File: src/source/riscv_pkg.sv
`default_nettype none

package riscv_pkg;

  // RV32 widths
  typedef logic [31:0] word_t;
  typedef logic [31:0] insn_t;
  typedef logic [4:0]  reg_idx_t;

  // major opcodes of the supported subset
  typedef enum logic [6:0] {
    op_load    = 7'b0000011,
    op_store   = 7'b0100011,
    op_branch  = 7'b1100011,
    op_reg_imm = 7'b0010011,
    op_reg_reg = 7'b0110011,
    op_lui     = 7'b0110111,
    op_environ = 7'b1110011
  } opcode_e;

  // classifies each cycle as it reaches writeback
  typedef enum logic [2:0] {
    cycle_reset        = 3'd1,
    cycle_no_stall     = 3'd2,
    cycle_taken_branch = 3'd3,
    cycle_load2use     = 3'd4
  } cycle_status_e;

  // state at the start of decode
  typedef struct packed {
    word_t         pc;
    insn_t         insn;
    cycle_status_e cycle_status;
  } decode_state_t;

  // state at the start of execute, a and b are the register operands
  typedef struct packed {
    word_t         pc;
    insn_t         insn;
    word_t         a;
    word_t         b;
    cycle_status_e cycle_status;
  } execute_state_t;

  // result is the alu value or the data memory address
  typedef struct packed {
    word_t         pc;
    insn_t         insn;
    word_t         result;
    word_t         store_data;
    logic          reg_we;
    logic          store_en;
    cycle_status_e cycle_status;
  } memory_state_t;

  // state at the start of writeback
  typedef struct packed {
    word_t         pc;
    insn_t         insn;
    word_t         result;
    word_t         load_data;
    logic          reg_we;
    cycle_status_e cycle_status;
  } writeback_state_t;

endpackage

`default_nettype wire

File: src/source/alu.sv
`timescale 1ns/10ps
`default_nettype none

module alu import riscv_pkg::*; (
  input  insn_t insn,
  input  word_t a,
  input  word_t b,
  input  word_t pc,
  output word_t result,
  output logic  reg_we,
  output logic  store_en,
  output logic  branch_taken,
  output word_t branch_target
);

  opcode_e    opcode;
  logic [2:0] funct3;
  logic [6:0] funct7;
  logic       funct7_zero;
  logic       funct7_alt;
  logic       funct7_ok;
  word_t      imm_i;
  word_t      imm_s;
  word_t      imm_b;
  word_t      op2;

  assign opcode = opcode_e'(insn[6:0]);
  assign funct3 = insn[14:12];
  assign funct7 = insn[31:25];
  assign funct7_zero = (funct7 == 7'd0);
  assign funct7_alt = (funct7 == 7'b0100000);

  assign imm_i = {{20{insn[31]}}, insn[31:20]};
  assign imm_s = {{20{insn[31]}}, insn[31:25], insn[11:7]};
  assign imm_b = {{19{insn[31]}}, insn[31], insn[7], insn[30:25], insn[11:8], 1'b0};

  // immediate forms share the register-register datapath
  assign op2 = (opcode == op_reg_reg) ? b : imm_i;

  // immediate ops ignore funct7 except for shifts, sub and sra take the alternate value
  assign funct7_ok = (opcode == op_reg_imm && funct3 != 3'b001 && funct3 != 3'b101)
                  || funct7_zero
                  || (funct7_alt && (funct3 == 3'b000 || funct3 == 3'b101));

  assign branch_target = pc + imm_b;

  always_comb begin
    result = '0;
    reg_we = 1'b0;
    store_en = 1'b0;
    branch_taken = 1'b0;
    case (opcode)
      op_lui: begin
        result = {insn[31:12], 12'd0};
        reg_we = 1'b1;
      end
      op_reg_imm, op_reg_reg: begin
        reg_we = funct7_ok;
        case (funct3)
          3'b000: result = (opcode == op_reg_reg && funct7_alt) ? a - op2 : a + op2;
          3'b001: result = a << op2[4:0];
          3'b010: result = {31'd0, $signed(a) < $signed(op2)};
          3'b011: result = {31'd0, a < op2};
          3'b100: result = a ^ op2;
          3'b101: result = funct7_alt ? word_t'($signed(a) >>> op2[4:0]) : a >> op2[4:0];
          3'b110: result = a | op2;
          3'b111: result = a & op2;
        endcase
      end
      op_load: begin
        result = a + imm_i;
        reg_we = (funct3 == 3'b010);
      end
      op_store: begin
        result = a + imm_s;
        store_en = (funct3 == 3'b010);
      end
      op_branch: begin
        case (funct3)
          3'b000: branch_taken = (a == b);
          3'b001: branch_taken = (a != b);
          3'b100: branch_taken = ($signed(a) < $signed(b));
          3'b101: branch_taken = ($signed(a) >= $signed(b));
          3'b110: branch_taken = (a < b);
          3'b111: branch_taken = (a >= b);
          default: branch_taken = 1'b0;
        endcase
      end
      // ecall, bubbles and unknown encodings have no side effects here
      default: begin
        result = '0;
      end
    endcase
  end

endmodule

`default_nettype wire

File: src/source/execute_stage.sv
`timescale 1ns/10ps
`default_nettype none

module execute_stage import riscv_pkg::*; (
  input  logic             clk,
  input  logic             rst,
  input  decode_state_t    decode_state,
  input  word_t            rs1_data,
  input  word_t            rs2_data,
  input  writeback_state_t writeback_state,
  input  word_t            wb_value,
  output reg_idx_t         rs1,
  output reg_idx_t         rs2,
  output logic             load_stall,
  output logic             branch_taken,
  output word_t            branch_target,
  output memory_state_t    memory_state
);

  execute_state_t execute_state;
  opcode_e        d_opcode;
  logic           d_uses_rs1;
  logic           d_uses_rs2;
  reg_idx_t       x_rd;
  word_t          op_a;
  word_t          op_b;
  word_t          alu_result;
  logic           alu_reg_we;
  logic           alu_store_en;

  // newest producer wins, then writeback, then the value read in decode
  function automatic word_t pick_operand(
    input reg_idx_t         src,
    input word_t            held,
    input memory_state_t    m,
    input writeback_state_t w,
    input word_t            w_value
  );
    word_t value;
    value = held;
    if (src != 5'd0 && w.reg_we && w.insn[11:7] == src) begin
      value = w_value;
    end
    if (src != 5'd0 && m.reg_we && m.insn[11:7] == src) begin
      value = m.result;
    end
    return value;
  endfunction

  assign rs1 = decode_state.insn[19:15];
  assign rs2 = decode_state.insn[24:20];
  assign d_opcode = opcode_e'(decode_state.insn[6:0]);
  assign x_rd = execute_state.insn[11:7];

  // store data is left out, it gets bypassed in the memory stage
  always_comb begin
    d_uses_rs1 = 1'b0;
    d_uses_rs2 = 1'b0;
    case (d_opcode)
      op_reg_reg, op_branch: begin
        d_uses_rs1 = 1'b1;
        d_uses_rs2 = 1'b1;
      end
      op_reg_imm, op_load, op_store: begin
        d_uses_rs1 = 1'b1;
      end
      default: begin
        d_uses_rs1 = 1'b0;
      end
    endcase
  end

  assign load_stall = (opcode_e'(execute_state.insn[6:0]) == op_load) && alu_reg_we
                   && (x_rd != 5'd0)
                   && ((d_uses_rs1 && rs1 == x_rd) || (d_uses_rs2 && rs2 == x_rd));

  always_comb begin
    op_a = pick_operand(execute_state.insn[19:15], execute_state.a, memory_state,
                        writeback_state, wb_value);
    op_b = pick_operand(execute_state.insn[24:20], execute_state.b, memory_state,
                        writeback_state, wb_value);
  end

  alu i_alu (
    .insn          (execute_state.insn),
    .a             (op_a),
    .b             (op_b),
    .pc            (execute_state.pc),
    .result        (alu_result),
    .reg_we        (alu_reg_we),
    .store_en      (alu_store_en),
    .branch_taken  (branch_taken),
    .branch_target (branch_target)
  );

  always_ff @(posedge clk) begin
    if (rst) begin
      execute_state <= '{pc: '0, insn: '0, a: '0, b: '0, cycle_status: cycle_reset};
    end else if (branch_taken) begin
      execute_state <= '{pc: '0, insn: '0, a: '0, b: '0, cycle_status: cycle_taken_branch};
    end else if (load_stall) begin
      // bubble while the consumer waits in decode
      execute_state <= '{pc: '0, insn: '0, a: '0, b: '0, cycle_status: cycle_load2use};
    end else begin
      execute_state <= '{
        pc:           decode_state.pc,
        insn:         decode_state.insn,
        a:            rs1_data,
        b:            rs2_data,
        cycle_status: decode_state.cycle_status
      };
    end
  end

  always_ff @(posedge clk) begin
    if (rst) begin
      memory_state <= '{
        pc: '0, insn: '0, result: '0, store_data: '0,
        reg_we: 1'b0, store_en: 1'b0, cycle_status: cycle_reset
      };
    end else begin
      memory_state <= '{
        pc:           execute_state.pc,
        insn:         execute_state.insn,
        result:       alu_result,
        store_data:   op_b,
        reg_we:       alu_reg_we,
        store_en:     alu_store_en,
        cycle_status: execute_state.cycle_status
      };
    end
  end

endmodule

`default_nettype wire

File: src/source/fetch_stage.sv
`timescale 1ns/10ps
`default_nettype none

module fetch_stage import riscv_pkg::*; (
  input  logic          clk,
  input  logic          rst,
  input  insn_t         insn_data,
  input  logic          load_stall,
  input  logic          branch_taken,
  input  word_t         branch_target,
  output word_t         imem_addr,
  output decode_state_t decode_state
);

  word_t pc;

  // a taken branch wins over a load stall
  always_ff @(posedge clk) begin
    if (rst) begin
      pc <= '0;
    end else if (branch_taken) begin
      pc <= branch_target;
    end else if (!load_stall) begin
      pc <= pc + 32'd4;
    end
  end

  assign imem_addr = pc;

  always_ff @(posedge clk) begin
    if (rst) begin
      decode_state <= '{pc: '0, insn: '0, cycle_status: cycle_reset};
    end else if (branch_taken) begin
      // squash the wrong-path fetch
      decode_state <= '{pc: '0, insn: '0, cycle_status: cycle_taken_branch};
    end else if (!load_stall) begin
      decode_state <= '{pc: pc, insn: insn_data, cycle_status: cycle_no_stall};
    end
  end

endmodule

`default_nettype wire

File: src/source/mem_writeback_stage.sv
`timescale 1ns/10ps
`default_nettype none

module mem_writeback_stage import riscv_pkg::*; (
  input  logic             clk,
  input  logic             rst,
  input  memory_state_t    memory_state,
  input  word_t            load_data,
  output word_t            dmem_addr,
  output word_t            store_data,
  output logic             store_en,
  output writeback_state_t writeback_state,
  output word_t            wb_value,
  output reg_idx_t         rd,
  output logic             reg_we,
  output logic             halt,
  output word_t            trace_pc,
  output insn_t            trace_insn,
  output cycle_status_e    trace_status
);

  reg_idx_t m_rs2;
  logic     store_bypass;

  assign m_rs2 = memory_state.insn[24:20];

  // store data produced by the instruction now in writeback, e.g. a load
  assign store_bypass = reg_we && (rd != 5'd0) && (rd == m_rs2);

  assign dmem_addr = memory_state.result;
  assign store_data = store_bypass ? wb_value : memory_state.store_data;
  assign store_en = memory_state.store_en;

  always_ff @(posedge clk) begin
    if (rst) begin
      writeback_state <= '{
        pc: '0, insn: '0, result: '0, load_data: '0,
        reg_we: 1'b0, cycle_status: cycle_reset
      };
    end else begin
      writeback_state <= '{
        pc:           memory_state.pc,
        insn:         memory_state.insn,
        result:       memory_state.result,
        load_data:    load_data,
        reg_we:       memory_state.reg_we,
        cycle_status: memory_state.cycle_status
      };
    end
  end

  assign wb_value = (opcode_e'(writeback_state.insn[6:0]) == op_load) ?
                    writeback_state.load_data : writeback_state.result;
  assign rd = writeback_state.insn[11:7];
  assign reg_we = writeback_state.reg_we;

  // ecall is the all-zero environ encoding
  assign halt = (writeback_state.insn == {25'd0, op_environ});

  assign trace_pc = writeback_state.pc;
  assign trace_insn = writeback_state.insn;
  assign trace_status = writeback_state.cycle_status;

endmodule

`default_nettype wire

File: src/source/reg_file.sv
`timescale 1ns/10ps
`default_nettype none

module reg_file import riscv_pkg::*; #(
  parameter int num_regs = 32
) (
  input  logic     clk,
  input  logic     rst,
  input  reg_idx_t rs1,
  input  reg_idx_t rs2,
  output word_t    rs1_data,
  output word_t    rs2_data,
  input  reg_idx_t rd,
  input  word_t    rd_data,
  input  logic     we
);

  word_t regs [num_regs];
  logic  write_live;

  // x0 is cleared by reset and never written afterwards
  assign write_live = we && (rd != 5'd0);

  always_ff @(posedge clk) begin
    if (rst) begin
      for (int i = 0; i < num_regs; i++) begin
        regs[i] <= '0;
      end
    end else if (write_live) begin
      regs[rd] <= rd_data;
    end
  end

  // decode sees the value writeback is committing this cycle
  assign rs1_data = (write_live && rd == rs1) ? rd_data : regs[rs1];
  assign rs2_data = (write_live && rd == rs2) ? rd_data : regs[rs2];

endmodule

`default_nettype wire

File: src/source/riscv_core.sv
`timescale 1ns/10ps
`default_nettype none

module riscv_core import riscv_pkg::*; #(
  parameter int num_regs = 32
) (
  input  logic          clk,
  input  logic          rst,
  output word_t         imem_addr,
  input  insn_t         insn_data,
  output word_t         dmem_addr,
  input  word_t         load_data,
  output word_t         store_data,
  output logic          store_en,
  output logic          halt,
  output word_t         trace_pc,
  output insn_t         trace_insn,
  output cycle_status_e trace_status,
  output logic          trace_reg_we,
  output reg_idx_t      trace_rd,
  output word_t         trace_rd_data
);

  decode_state_t    decode_state;
  memory_state_t    memory_state;
  writeback_state_t writeback_state;
  logic             load_stall;
  logic             branch_taken;
  word_t            branch_target;
  reg_idx_t         rs1;
  reg_idx_t         rs2;
  word_t            rs1_data;
  word_t            rs2_data;

  fetch_stage i_fetch_stage (
    .clk           (clk),
    .rst           (rst),
    .insn_data     (insn_data),
    .load_stall    (load_stall),
    .branch_taken  (branch_taken),
    .branch_target (branch_target),
    .imem_addr     (imem_addr),
    .decode_state  (decode_state)
  );

  // the register write is also the trace of the retiring instruction
  reg_file #(
    .num_regs (num_regs)
  ) i_reg_file (
    .clk      (clk),
    .rst      (rst),
    .rs1      (rs1),
    .rs2      (rs2),
    .rs1_data (rs1_data),
    .rs2_data (rs2_data),
    .rd       (trace_rd),
    .rd_data  (trace_rd_data),
    .we       (trace_reg_we)
  );

  execute_stage i_execute_stage (
    .clk             (clk),
    .rst             (rst),
    .decode_state    (decode_state),
    .rs1_data        (rs1_data),
    .rs2_data        (rs2_data),
    .writeback_state (writeback_state),
    .wb_value        (trace_rd_data),
    .rs1             (rs1),
    .rs2             (rs2),
    .load_stall      (load_stall),
    .branch_taken    (branch_taken),
    .branch_target   (branch_target),
    .memory_state    (memory_state)
  );

  mem_writeback_stage i_mem_writeback_stage (
    .clk             (clk),
    .rst             (rst),
    .memory_state    (memory_state),
    .load_data       (load_data),
    .dmem_addr       (dmem_addr),
    .store_data      (store_data),
    .store_en        (store_en),
    .writeback_state (writeback_state),
    .wb_value        (trace_rd_data),
    .rd              (trace_rd),
    .reg_we          (trace_reg_we),
    .halt            (halt),
    .trace_pc        (trace_pc),
    .trace_insn      (trace_insn),
    .trace_status    (trace_status)
  );

endmodule

`default_nettype wire

File: config.mk
export PLATFORM = sky130hd
export DESIGN_NAME = riscv_core
export DESIGN_NICKNAME = d
export VERILOG_FILES = /design/src/source/riscv_pkg.sv /design/src/source/alu.sv /design/src/source/execute_stage.sv /design/src/source/fetch_stage.sv /design/src/source/mem_writeback_stage.sv /design/src/source/reg_file.sv /design/src/source/riscv_core.sv
export SDC_FILE = /design/constraint.sdc
export NUM_CORES = 2
export LEC_CHECK = 0
export ABC_AREA = 0
export CAP_MARGIN = 10
export CORE_MARGIN = 1
export CORE_UTILIZATION = 50
export CTS_CLUSTER_DIAMETER = 30
export DETAILED_ROUTE_END_ITERATION = 10
export DONT_BUFFER_PORTS = 1
export PLACE_DENSITY = 0.68
export SETUP_SLACK_MARGIN = 0.15
export SLEW_MARGIN = 20
export SYNTH_ARGS = -nofsm -noshare
export SYNTH_HDL_FRONTEND = slang
export SYNTH_SLANG_ARGS = --single-unit
File: constraint.sdc
create_clock -name clk -period 5.05 [get_ports clk]
set_input_delay 1.515 -clock clk [delete_from_list [all_inputs] [get_ports clk]]
set_output_delay 1.515 -clock clk [all_outputs]
set_load 0.02 [all_outputs]
==> flow_summary.toml <==
[flow_run]
maxCapViolCount = 0

[yosys]
yosysMostFrequentCell = "nor2_1"
seq_area_frac_synth_pct = 49.2
ys.flop_type = "edfxtp_1"
synth_common_cells = "nor2_1 (1440), edfxtp_1 (1024), mux4_2 (642), dfxtp_1 (494), clkbuf_1 (481)"
yosys-top-cells-area = "edfxtp_1 (37%), mux4_2 (18%), dfxtp_1 (12%)"
yosys_warnings = 0
synth_area_um2 = 82600
synthArstFlopShare_pct = 0
ys_types = 93
synth.top_cell.area_share_pct = 37.2
synth_top_area_cell = "edfxtp_1"
synthCells = 7082
synth-edff-count = 1024
synth_seq_cells = 1518
avgSynthCellArea_um2 = 11.7

[power_and_ir_drop]
swShare_pct = 25.2
power.switching_uw = 10700
combPwrFrac_pct = 12.1
clkPwrFrac_pct = 55.0
p_leak_uw = 0.0399
p_seq_share_pct = 32.9
peakVddDrop_mv = 0.498
p_per_area_nw_per_um2 = 402
power_uw = 42500
intPower_uw = 31800

[cts]
htree_levels = 5
cts_buffer_depth = 4
cts_tree = "built"
cts_buffers = 355
root_buffer = "clkbuf_16"
clk_latency_ns = 0.95
clock_sinks = 1518
ctsHoldBuffers = 0
clk_pin_slew_worst_paths_ns = 0.05

[sta]
holdWs_ns = 0.377
fin_worst_skew_ns = 0.118
rsz0062_at_grt = "yes"
finalMaxSlewViolations = 0
fin_ws_ns = -0.218
worst_pin_slew_ns = 0.990
setup_tns_ns = -34.70
maxSlewHeadroom_pct = 32.1
hold_violations = 0
min_period_ns = 5.27
period_share_pct = 104
fmax_ghz = 0.190
setup_viol_count_final = 250

[hold_path]
hold_path.class = "flip-flop to flip-flop"
hp-start = "i_execute_stage.memory_state[71]"

[global_route]
grt_pass1_wl_um = 505000
grt_max_degree = 336
antenna_found_initial = 21
grt_overflow = 0
track_usage_pct = 42.6
grt_pass1_vias = 69000

[die]
fp.coreArea_um2 = 163000
die_w_um = 408
row_count = 148
die_y_um = 408
die_area_um2 = 167000
pin_count = 269
start_util_pct = 50.6

[critical_path]
reg2reg_slack_ns = -0.22
crit_family = "simple AND/OR/NAND/NOR gates"
cp.arrival_ns = 6.12
reg2reg_depth = 23
cp_max_fo = 18
worstPathRequired_ns = 5.90
cp_common_cell = "buf_12"
startpoint_type = "flip-flop"
worstPathCellList = "or4_4 -> o211a_4 -> and2_4 -> buf_12 -> buf_12 -> buf_12 -> a211oi_4 -> a21oi_2 -> ha_1 -> buf_4 -> nand4_1 -> or3_4 -> nor2_4 -> nand3_2 -> a311oi_2 -> nor3_2 -> mux2i_1 -> o2111a_2 -> buf_12 -> nor2_4 -> buf_12 -> buf_12 -> and2_1"
crit_path_end = "i_execute_stage.execute_state[74]"
crit_path_start = "i_execute_stage.execute_state[91]"
rr_endpoint = "i_execute_stage.execute_state[74]"
endpoint_kind = "flip-flop"
worst-path-stages = 23
regToRegStartpoint = "i_execute_stage.execute_state[91]"
max_stage_delay_ns = 0.56
path_class = "flip-flop to flip-flop"
slowest_stage = "or4_4"
path_buf_inv = 7

[final_layout]
drive_gt1_share_pct = 33.1
register_area_um2 = 40700
syn_to_final_growth_pct = 28.0
multi_input_area_um2 = 40200
finalNetCount = 8092
final_cell_area_um2 = 106000
stdcell_count = 10300
fillers = 12200

[routing]
vias_per_cell = 6.70
ant_nets = 0
wl_um = 362000
drtPass1Iterations = 6
drc_errors = 0
drtIter0Drc = 10100
detail_route.wl_per_cell_um = 35.1
num_vias = 69000

[run_status]
failed_checks = "setup timing"
status = "finished with violations"

[placement]
place_area_um2 = 91200
dp.cells = 9574
gp_congestion = 1.04
io_buffers = 0
hpwl_um = 237000
state kept, by name (all words and copies together) (netlist names):
signal / cells
i_reg_file.regs: 1024
i_mem_writeback_stage.trace_status: 3
i_fetch_stage.decode_state: 66
i_mem_writeback_stage.reg_we: 1
i_mem_writeback_stage.writeback_state: 64
i_execute_stage.memory_state: 133
i_execute_stage.execute_state: 131
i_fetch_stage.imem_addr: 32
i_mem_writeback_stage.trace_insn: 32
i_mem_writeback_stage.trace_pc: 32
power groups by stage:
stage	sequential (µW)	clock (µW)	combinational, µW
5_1_grt	14000	24000	5290
3_5_place_dp	14200	0	4690
2_1_floorplan	14000	0	2610
4_1_cts	14000	23400	4870
3_3_place_gp	14200	0	4680
6_report	14000	23400	5140
worst min-delay path by stage:
stage	to	cells past startpoint	slack (ns)
CTS	i_mem_writeback_stage.trace_insn[2]	1	0.37
detailed placement	i_execute_stage.memory_state[0]	1	0.41
global placement	i_execute_stage.memory_state[0]	1	0.42
global route	i_mem_writeback_stage.trace_insn[2]	1	0.39
finish	i_mem_writeback_stage.trace_insn[2]	1	0.38
floorplan	i_execute_stage.memory_state[0]	1	0.39
stage by stage:
step | util [%] | setup slack, ns
after floorplan | - | 0.136
after global placement | 55.8 | -0.845
after detailed placement | 55.8 | -0.729
after CTS | 64.1 | -0.0964
after global routing | 64.7 | -0.337
final | 64.7 | -0.218
cells by family after synthesis:
logic type                 Yosys count  synth area share, %
adders and majority gates          185                 2.82
AOI/OAI and AO/OA                 1187                 9.44
DFF                               1518                 49.2
other                                1              0.00454
muxes                              859                 20.2
and+or+nand+nor                   2342                 12.5
xor gates and xnor gates           129                 1.37
buffers and inverters              861                 4.53
area by class of cell:
type,count,share of cell area (%)
Clock inverter,219,2.56
Antenna cell,9,0.0213
Clock buffer,413,8.87
Sequential cell,1518,38.5
Timing Repair Buffer,1085,8.92
Inverter,149,0.533
Tap cell,2175,2.57
Multi-Input combinational cell,4734,38.0
routing by layer:
layer / up-vias / wire length, µm / share of wire [%] / track usage, %
met3: 1611 / 49200 / 14 / 13.5
met2: 5789 / 160000 / 44 / 64.8
met1: 33800 / 122000 / 34 / 51.6
met4: 6 / 30300 / 8.4 / 29.3
met5: - / 36 / 0.010 / 0
li1: 27800 / - / - / -
cell usage in the layout (no fill, tap or decap), types with 159 or more instances in the layout:
| cell type | count |
|---|---|
| dfxtp_1 | 480 |
| clkbuf_16 | 372 |
| a21oi_1 | 303 |
| edfxtp_1 | 1024 |
| nor2_1 | 1417 |
| mux2i_1 | 176 |
| nand2_1 | 250 |
| mux4_2 | 642 |
| nor2b_1 | 206 |
| o21ai_0 | 159 |
| buf_4 | 967 |
| ha_1 | 171 |
timing repair:
action / 4_1_cts / 5_1_grt
setup buffers: 46 / 25
pin swaps: 73 / 95
gates cloned: 7 / 10
resized for setup: 192 / 167
endpoints found under the setup margin: 302 / 290
No activity file was read; power rests on OpenSTA's default activity.
